==> src/common/cpu_defs.svh <==
`ifndef CPU_DEFS_SVH
`define CPU_DEFS_SVH

// one machine word, for data and instructions
`define ISA_WIDTH 32
`define REG_ADDR_WIDTH 5
`define SHAMT_WIDTH 5

// both memories hold 64 words, indexed by word
`define IMEM_ADDR_WIDTH 6
`define DMEM_ADDR_WIDTH 6

`endif

==> src/common/isa_pkg.sv <==
`default_nettype none
`include "cpu_defs.svh"

package isa_pkg;

    typedef logic [`ISA_WIDTH-1:0] word_t;
    typedef logic [`REG_ADDR_WIDTH-1:0] reg_idx_t;

    typedef enum logic [5:0] {
        OP_RTYPE = 6'd0,
        OP_J     = 6'd2,
        OP_BEQ   = 6'd4,
        OP_BNE   = 6'd5,
        OP_ADDI  = 6'd8,
        OP_ANDI  = 6'd12,
        OP_ORI   = 6'd13,
        OP_LW    = 6'd35,
        OP_SW    = 6'd43
    } opcode_e;

    typedef enum logic [5:0] {
        F_SLL = 6'd0,
        F_ADD = 6'd32,
        F_SUB = 6'd34,
        F_AND = 6'd36,
        F_OR  = 6'd37,
        F_SLT = 6'd42
    } funct_e;

    // how an instruction moves through the pipe, CLS_NONE is a bubble
    typedef enum logic [2:0] {
        CLS_NONE,
        CLS_ALU_R,
        CLS_ALU_I,
        CLS_LOAD,
        CLS_STORE,
        CLS_BRANCH,
        CLS_JUMP
    } instr_class_e;

endpackage

`default_nettype wire

==> src/hw/core/hazard_unit.sv <==
`timescale 1ns/1ps
`default_nettype none

module hazard_unit (
    input  wire                      id_valid,
    input  wire isa_pkg::reg_idx_t   id_rs,
    input  wire isa_pkg::reg_idx_t   id_rt,
    input  wire                      id_uses_rs,
    input  wire                      id_uses_rt,
    input  wire                      id_is_branch,
    input  wire                      branch_taken,
    input  wire                      ex_valid,
    input  wire                      ex_mem_read,
    input  wire                      ex_reg_write,
    input  wire isa_pkg::reg_idx_t   ex_dest,
    input  wire                      mem_valid,
    input  wire                      mem_mem_read,
    input  wire                      mem_reg_write,
    input  wire isa_pkg::reg_idx_t   mem_dest,
    output logic                     stall,
    output logic                     flush
);
    logic ex_hit;
    logic mem_hit;
    logic load_use;
    logic branch_wait;

    assign ex_hit  = ex_valid && ex_reg_write &&
                     ((id_uses_rs && ex_dest == id_rs) || (id_uses_rt && ex_dest == id_rt));
    assign mem_hit = mem_valid && (mem_reg_write || mem_mem_read) && (mem_dest != '0) &&
                     ((id_uses_rs && mem_dest == id_rs) || (id_uses_rt && mem_dest == id_rt));

    // ALU users get the load from WB one cycle later
    assign load_use = id_valid && ex_hit && ex_mem_read;

    // branches compare in ID, so wait until the source is in WB
    assign branch_wait = id_valid && id_is_branch && (ex_hit || mem_hit);

    assign stall = load_use || branch_wait;
    assign flush = branch_taken && !stall;

endmodule

`default_nettype wire

==> config.mk <==
export PLATFORM = sky130hd
export DESIGN_NAME = hazard_unit
export DESIGN_NICKNAME = d
export VERILOG_FILES = /design/src/common/isa_pkg.sv /design/src/hw/core/hazard_unit.sv
export VERILOG_INCLUDE_DIRS = /design/src /design/src/common
export SDC_FILE = /design/constraint.sdc
export NUM_CORES = 1
export LEC_CHECK = 0
export ABC_AREA = 1
export BUFFER_PORTS_ARGS = -buffer_cell sky130_fd_sc_hd__buf_4
export CORE_AREA = 8 8 45 47
export DETAILED_ROUTE_END_ITERATION = 10
export DIE_AREA = 0 0 53 55
export PLACE_DENSITY = 0.67
export SYNTH_ARGS = -nofsm -noshare
export SYNTH_HDL_FRONTEND = slang
export SYNTH_SLANG_ARGS = --single-unit
==> constraint.sdc <==
create_clock -name vclk -period 0.8
set_input_delay 0.12 -clock vclk [all_inputs]
set_output_delay 0.12 -clock vclk [all_outputs]
set_load 0.02 [all_outputs]
After elaboration in Yosys (flattened, before gate mapping)

Cells that the tools add are included.

Bits in registers: 0
Input port bits: 31
Output and inout bits: 2
Word-level logic and storage cells: 25

Eq/ne operators: 4
Reduce and logical (&&, ||, !) cells: 21

Operators with widths:

| cell                | count |
|---|---|
| 5-bit equality test | 4 |
| 1-bit logical AND   | 14 |
| 1-bit logical OR    | 5 |
| 5-bit nonzero test  | 1 |
| 1-bit zero test     | 1 |

Longest topological paths before layout

Gate-level depths: netlist of run 1.

Depth after elaboration: 9
Gate-level depth with buffers: 9
Depth with buffers taken out: 9

Worst setup path before layout of run 1

OpenSTA, ideal clock, no wires.

Path type: input to output
From: in id_rs[1]
To: out flush
Data arrival time: 897 ps
Required time: 680 ps
Path slack: -217 ps
Stages: 9
Path buffers: 0
Path through: inv_1 nand2_1 nand2_1 nor2_1 nand3_1 nand2_1 nand2_1 nand2_1 a21oi_1

Longest elaborated chain between the ends: 9
Elaborated cells on any way between the ends: 15

RTL lines:

| element                                                      | RTL line                             | text |
|---|---|---|
| start, declared                                              | hazard_unit.sv:6                     | `input wire isa_pkg::reg_idx_t id_rs,` |
| 5-bit equality test, on equally long branches                | hazard_unit.sv:29, hazard_unit.sv:31 |  |
| 1-bit logical AND, on equally long branches                  | hazard_unit.sv:29, hazard_unit.sv:31 |  |
| 1-bit logical OR, on equally long branches                   | hazard_unit.sv:29, hazard_unit.sv:31 |  |
| 1-bit logical AND, on equally long branches                  | hazard_unit.sv:28, hazard_unit.sv:30 |  |
| 1-bit logical AND / 1-bit logical OR (equally long branches) | hazard_unit.sv:34, hazard_unit.sv:37 |  |
| 1-bit logical AND, on equally long branches                  | hazard_unit.sv:34, hazard_unit.sv:37 |  |
| 1-bit logical OR *                                           | hazard_unit.sv:39                    | `assign stall = load_use \|\| branch_wait;` |
| 1-bit zero test *                                            | hazard_unit.sv:40                    | `assign flush = branch_taken && !stall;` |
| 1-bit logical AND *                                          | hazard_unit.sv:40                    |  |
| end, declared                                                | hazard_unit.sv:21                    | `output logic flush` |

Mark *: on every way between the ends. The rest lies on a longest branch, timed or not.

Final worst setup path of run 1

From: in mem_dest[1]
To: out stall

Longest elaborated chain between the ends: 7
Elaborated cells on any way between the ends: 11

RTL lines:

| element             | RTL line          | text |
|---|---|---|
| start, declared     | hazard_unit.sv:19 | `input wire isa_pkg::reg_idx_t mem_dest,` |
| 5-bit equality test | hazard_unit.sv:31 | `((id_uses_rs && mem_dest == id_rs) \|\| (id_uses_rt && mem_dest == id_rt));` |
| 1-bit logical AND   | hazard_unit.sv:31 |  |
| 1-bit logical OR    | hazard_unit.sv:31 |  |
| 1-bit logical AND * | hazard_unit.sv:30 | `assign mem_hit = mem_valid && (mem_reg_write \|\| mem_mem_read) && (mem_dest != '0) &&` |
| 1-bit logical OR *  | hazard_unit.sv:37 | `assign branch_wait = id_valid && id_is_branch && (ex_hit \|\| mem_hit);` |
| 1-bit logical AND * | hazard_unit.sv:37 |  |
| 1-bit logical OR *  | hazard_unit.sv:39 |  |
| end, declared       | hazard_unit.sv:20 | `output logic stall,` |

Marked as above.

==> results.md, run 1 <==
- Hold Startpoint: id_valid
- M1 WL: 632 um
- Area of the multi-input gates: 414.1 um2
- MaxCap Viol Count: 0
- Postcts setup bufs: 0
- Worst EP required: 0.68 ns
- Die Ht: 55 um
- Initial antenna violation count: 0
- Post-Route WL: 1.751 mm
- Post-synthesis sequential area ratio: 0%
- Hold-fix buffers at CTS: 0
- Leak: 0.5298 nW
- First-pass iteration count of the detailed router: 4
- Hold path depth: 3
- Final min period: 1.105 ns
- FF+latch count: 0
- Synth Area in XOR/XNOR: 0%
- Grt ovf: 0
- Met2 WL: 1.023 mm
- Clock buffer cells: 0
- Mean Syn Cell Area: 4.043 um2
- Crit end category: output port
- Synth Warn #: 0
- Proportion of synthesized area in mux cells: 0%
- Final Setup Violations: 2
- Post-Synth Adder-Cell Area: 0%
- Hold Vio Cnt, Final: 0
- Post-Synthesis Cell Area: 436.7 um2
- Synth top area cells: nand2_1 (50%), nor2_1 (15%), inv_1 (14%)
- HP Class: in2out
- Post-route ant nets: 0
- Placer Congestion: 0.8855
- Final setup margin: -0.3050 ns
- Final net count: 174
- Top post-synthesis cells by count: nand2_1 (58), nor2_1 (17), inv_1 (16)
- Routed len/inst: 11.15 um
- Chip Width: 53 um
- Core area: 1384 um2
- Most frequent cell after synthesis: nand2_1
- CP Class: in2out
- Pre-CTS setup slack: -0.3601 ns
- RSZ-0062 raised after global routing: true
- Setup TNS: -0.6077 ns
- Pwr dens: 476.9 nW/um2
- First-pass GRT wire length: 2.580 mm
- Max-slew violation count: 0
- Cell Rows: 14
- Max rail drop VDD: 0.2120 mV
- Io pins: 33
- Highest routed metal layer: met3
- Post-Synth Simple-Gate Area: 73.07%
- Tightest Pin Transition: 0.1187 ns
- Total GRT Usage: 10.84%
- Cell type with the largest total area after synthesis: nand2_1
- Initial Utilization: 31.56%
- Main combinational cell family by area after synthesis: simple AND/OR/NAND/NOR gates
- CP Data Arrival Time: 0.98 ns
- Failing checks: negative setup slack
- Register Area: 0 um2
- Post-Synthesis Net Count: 139
- Vias in the first global route: 707
- WL met3: 95 um
- Placed insts: 157
- Share of post-route cells with drive strength above 1: 50.35%
- Routed vias/inst: 4.662
- CP max FO: 4
- Drt initial violations: 12
- # diodes: 0
- Die ar.: 2915 um2
- Headroom to the max-slew limit: 92.04%
- Post-DP HPWL: 1.390 mm
- Peak Freq: 905.0 MHz
- Yosys cell types: 12
- Fin cells: 157
- Period utilisation layout: 138.1%
- Pin count of the biggest net entering global routing: 5
- CP Launch Type: primary input
- IO buf count: 33
- Fillers: 150
- DRC Markers: 0
- Power, Total: 415.3 uW
- Compound-gate portion of the synthesized area: 8.883%
- Area growth from synthesis to layout: 99.43%
- Via count: 732
- Syn Inst Count: 108
- Status: finished with violations
- Fin Hold WS: 0.5094 ns
- Worst hold endpoint: flush
- Top cell type's share of synthesized area: 49.86%
[cell families after synthesis]
family,after synthesis
compound gates,5
buf+inv,21
simple gates,82
[metrics by stage]
| step | instance area [um2] | utilization (%) |
|---|---|---|
| after global placement | 715.7 | 51.72 |
| after detailed placement | 715.7 | 51.72 |
| after floorplan | 447.9 | - |
| after CTS | 809.5 | 58.50 |
| final | 870.8 | 62.93 |
| after global routing | 870.8 | 62.93 |
[placed cells by master, fill, tap and decap left out]
cell,instances
nand2_1,42
nand2_2,17
buf_6,16
nor2_1,15
inv_2,12
buf_4,12
inv_4,5
nand3_1,5
buf_8,5
inv_1,4
nor2_2,2
o21ai_1,1
o211a_1,1
nand4_1,1
o21a_1,1
a21boi_2,1
a21oi_4,1
[repair_timing]
item / CTS / global route
pin swaps: 24 / 15
gates resized for setup: 38 / 23
endpoints found under the setup margin: 2 / 2
[how the worst max path moves through the flow]
stage / from / end / cells past startpoint
after floorplan: id_rs[1] / flush / 9
after global placement: id_rt[1] / flush / 11
after detailed placement: id_rt[4] / flush / 11
after CTS: id_rs[1] / flush / 11
after global routing: id_rs[2] / flush / 11
final: mem_dest[1] / stall / 10
[final cells by class]
cell class / count / share of cell area, %
Inverter: 21 / 10.49
Tap cell: 16 / 2.299
Timing Repair Buffer: 33 / 39.66
Multi-Input combinational cell: 87 / 47.56
[power breakdown]
group | leakage (nW) | total [mW] | internal, mW | switching (mW)
Combinational | 0.530 | 0.415 | 0.227 | 0.188
Clock | 0 | 0 | 0 | 0
Sequential | 0 | 0 | 0 | 0
[layer usage]
layer / up-vias / global-route usage [%]
met5: - / 0
met3: 0 / 1.604
met1: 328 / 11.01
li1: 386 / -
met4: 0 / 0
met2: 18 / 23.44
[critical path: stages]
cell      delay (ns)
buf_8           0.08
inv_2           0.03
nand2_1         0.06
nand2_1         0.05
nor2_1          0.11
nand3_1         0.09
nand2_1         0.08
nand2_2         0.07
a21boi_2        0.16
buf_6           0.13
Power figures use the tool's default switching activity.
==> inputs of run 2 (changes only) <==
--- a/config.mk
+++ b/config.mk
@@ -11,6 +11,7 @@
 export CORE_AREA = 8 8 45 47
 export DETAILED_ROUTE_END_ITERATION = 10
 export DIE_AREA = 0 0 53 55
+export MAX_ROUTING_LAYER = met4
 export PLACE_DENSITY = 0.67
 export SYNTH_ARGS = -nofsm -noshare
 export SYNTH_HDL_FRONTEND = slang
==> run 2 against run 1 <==
Net effect:
- the flow still finishes with violations (negative setup slack)
- sequential cell count stayed put
- clock-buffer cell count stayed put
- design area stayed put
- non-clock buffer count stayed put
- combinational power hardly changed
- global-route usage is 0.33 points higher
- critical path depth stayed put
- critical path type unchanged
==> results.md, run 2 (synthesized netlist as in run 1, its figures left out) <==
- Share of post-route cells with drive strength above 1: 50.35%
- Via count: 732
- Post-Route WL: 1.751 mm
- Final min period: 1.105 ns
- MaxCap Viol Count: 0
- RSZ-0062 raised after global routing: true
- Cell count along the critical path: 10
- First-pass iteration count of the detailed router: 4
- Pin count of the biggest net entering global routing: 5
- Grt ovf: 0
- Clock buffer cells: 0
- Area of the multi-input gates: 414.1 um2
- Tightest Pin Transition: 0.1187 ns
- Fillers: 150
- Worst Path Buf+Inv: 3
- Period utilisation layout: 138.1%
- Peak Freq: 905.0 MHz
- CP max FO: 4
- Max rail drop VDD: 0.2120 mV
- CP Class: in2out
- Area growth from synthesis to layout: 99.43%
- Headroom to the max-slew limit: 92.04%
- Post-DP HPWL: 1.390 mm
- Cell Rows: 14
- Critical path, cell by cell: buf_8, inv_2, nand2_1, nand2_1, nor2_1, nand3_1, nand2_1, nand2_2, a21boi_2, buf_6
- Final setup margin: -0.3050 ns
- Initial antenna violation count: 0
- Die ar.: 2915 um2
- Most frequent cells in the layout: nand2_1 (42), nand2_2 (17), buf_6 (16)
- Final net count: 174
- Core area: 1384 um2
- CP most frequent cell: nand2_1
- DRC Markers: 0
- Final Setup Violations: 2
- HP Class: in2out
- Hold Vio Cnt, Final: 0
- Postcts setup bufs: 0
- Routed len/inst: 11.15 um
- Core Util, Final: 62.93%
- # diodes: 0
- Post-route ant nets: 0
- Worst setup startpoint: mem_dest[1]
- Io pins: 33
- Most common cell after layout, fill and taps aside: nand2_1
- FF+latch count: 0
- Failing checks: negative setup slack
- Leak: 0.5298 nW
- Placed insts: 157
- Slowest CP cell: a21boi_2
- Drt initial violations: 12
- Max-slew violation count: 0
- Crit end category: output port
- Setup crit end: stall
- First-pass GRT wire length: 2.580 mm
- Initial Utilization: 31.56%
- CP Data Arrival Time: 0.98 ns
- Status: finished with violations
- Vias in the first global route: 707
- Worst EP required: 0.68 ns
- Placer Congestion: 0.9003
- CP Launch Type: primary input
- Total GRT Usage: 11.17%
- Pwr dens: 477.0 nW/um2
- IO buf count: 33
- Die Ht: 55 um
- Register Area: 0 um2
- Crit path max-delay family: simple AND/OR/NAND/NOR gates
- Chip Width: 53 um
- Routed vias/inst: 4.662
- Fin Hold WS: 0.5094 ns
- Hold-fix buffers at CTS: 0
- Max incr delay on CP: 0.16 ns
- Fin cells: 157
- Setup TNS: -0.6077 ns
-- run 2: cell counts in the layout (fill, tap and decap cells not counted) --
Identical to the previous run, type by type.
-- run 2: repair_timing --
item                       CTS  global route
pin swaps                   24            15
setup endpoints to repair    2             2
gates resized for setup     38            23
-- run 2: worst min-delay path by stage --
stage,from,end,cells past startpoint
2_1_floorplan,id_valid,flush,1
3_3_place_gp,id_valid,flush,3
3_5_place_dp,id_valid,flush,3
4_1_cts,id_valid,flush,3
5_1_grt,id_valid,flush,3
6_report,id_valid,flush,3
-- run 2: layout make-up --
type,count,share of cell area [%]
multi-input combinational,87,47.56
timing repair buffer,33,39.66
inverter,21,10.49
tap,16,2.299
-- run 2: metal layers --
metal  track usage, %  wire length [um]  vias up
li1                 -                 -      386
met1            11.46               654      328
met2            23.44              1023       18
met3           0.8021                73        0
met4                0                 0        0
met5                -                 0        -
-- run 2: through the flow --
step                      power [mW]  setup WS, ns  cell area (um2)
after floorplan               0.1476      -0.09239            447.9
after global routing          0.4546       -0.3894            870.8
final                         0.4154       -0.3050            870.8
after CTS                     0.3756       -0.2905            809.5
after detailed placement      0.3238       -0.3601            715.7
after global placement        0.3185       -0.3311            715.7
-- run 2: power breakdown --
group / switching (mW) / internal [mW]
registers: 0 / 0
clock network: 0 / 0
logic: 0.188 / 0.227
total: 0.188 / 0.227
==> inputs of run 3 (changes only) <==
--- a/config.mk
+++ b/config.mk
@@ -13,6 +13,8 @@
 export DIE_AREA = 0 0 53 55
 export MAX_ROUTING_LAYER = met4
 export PLACE_DENSITY = 0.67
+export RECOVER_POWER = 50
+export SKIP_LAST_GASP = 1
 export SYNTH_ARGS = -nofsm -noshare
 export SYNTH_HDL_FRONTEND = slang
 export SYNTH_SLANG_ARGS = --single-unit
==> run 3 against run 2 <==
Net effect:
- the run still ends with negative setup slack left
- maximum frequency is 0.91% higher
- combinational power is 3% lower
- clock-buffer cell count stayed put
- via count is 2.7% lower
- worst setup slack better by 0.0099 ns
- sequential cell count stayed put
- final cell count stayed put
- sequential share of layout area stayed put
- die area stayed put
- critical path type unchanged
==> results.md, run 3 (synthesized netlist as in run 1, its figures left out) <==
- Status: finished with violations
- Failing checks: negative setup slack
- Max rail drop VDD: 0.2050 mV
- Max incr delay on CP: 0.14 ns
- Post-Route WL: 1.658 mm
- Period utilisation layout: 136.9%
- Routed len/inst: 10.56 um
- Crit end category: output port
- Hold Vio Cnt, Final: 0
- Die Ht: 55 um
- HP Class: in2out
- Drt initial violations: 11
- Core Util, Final: 62.21%
- First-pass iteration count of the detailed router: 4
- Total GRT Usage: 11.01%
- Share of post-route cells with drive strength above 1: 46.81%
- Most frequent cells in the layout: nand2_1 (45), nor2_1 (17), buf_6 (16)
- Cell Rows: 14
- Core area: 1384 um2
- First-pass GRT wire length: 2.539 mm
- Placer Congestion: 0.9003
- Grt ovf: 0
- Vias in the first global route: 691
- Power, Total: 403.9 uW
- Tightest Pin Transition: 0.1187 ns
- Clock buffer cells: 0
- Final setup margin: -0.2950 ns
- Routed vias/inst: 4.535
- Final net count: 174
- Max-slew violation count: 0
- Worst EP required: 0.68 ns
- Fin Hold WS: 0.5094 ns
- DRC Markers: 0
- Chip Width: 53 um
- Area growth from synthesis to layout: 97.13%
- Post-DP HPWL: 1.390 mm
- Pwr dens: 469.2 nW/um2
- Leak: 0.5296 nW
- Worst Path Buf+Inv: 3
- Io pins: 33
- FF+latch count: 0
- CP max FO: 3
- Peak Freq: 913.2 MHz
- CP Data Arrival Time: 0.98 ns
- RSZ-0062 raised after global routing: true
- CP Launch Type: primary input
- Register Area: 0 um2
- Final Setup Violations: 2
- Crit path max-delay family: simple AND/OR/NAND/NOR gates
- Pin count of the biggest net entering global routing: 5
- # diodes: 0
- Slowest CP cell: a21boi_2
- Setup TNS: -0.5781 ns
- Via count: 712
- IO buf count: 33
- Die ar.: 2915 um2
- Initial Utilization: 31.56%
- Headroom to the max-slew limit: 92.04%
- Hold-fix buffers at CTS: 0
- Critical path, cell by cell: buf_6, inv_2, nand2_2, nand2_1, nor2_1, nand3_1, nand2_1, nand2_2, a21boi_2, buf_6
- Final min period: 1.095 ns
- Most common cell after layout, fill and taps aside: nand2_1
- CP Class: in2out
- Initial antenna violation count: 0
- MaxCap Viol Count: 0
- Post-route ant nets: 0
==> run 3: final cells by class <==
cell class / instances / area [um2]
well taps: 16 / 20.02
inverters: 21 / 93.84
fillers: 150 / 523.0
multi-input cells: 87 / 401.6
repair buffers: 33 / 345.3
==> run 3: final timing paths <==
path | to | depth (start not counted) | slack (ns) | start
max | stall | 10 | -0.30 | id_rt[3]
min | flush | 3 | 0.51 | id_valid
==> run 3: where the power goes <==
group / internal [mW] / switching [mW] / total [mW] / leakage, nW
logic: 0.224 / 0.180 / 0.404 / 0.530
registers: 0 / 0 / 0 / 0
clock network: 0 / 0 / 0 / 0
total: 0.224 / 0.180 / 0.404 / 0.530
==> run 3: repair_timing <==
action                     CTS  global route
pin swaps                   24            16
setup endpoints to repair    2             2
resized for setup           37            20
setup buffers                0             0
==> run 3: per-stage QoR <==
step,instance area [um2],instances,worst slack [ns]
global placement,715.7,157,-0.3311
detailed placement,715.7,157,-0.3601
global route,860.8,157,-0.3812
CTS,805.8,157,-0.2947
floorplan,447.9,108,-0.09239
finish,860.8,157,-0.2950
==> run 3: metal layers <==
metal / vias to the layer above / GRT usage [%] / share of wire [%] / wire, um
li1: 387 / - / - / -
met1: 311 / 11.61 / 38 / 632
met2: 14 / 22.85 / 59 / 971
met3: 0 / 0.5348 / 3.3 / 54
met4: 0 / 0 / 0 / 0
met5: - / - / 0 / 0
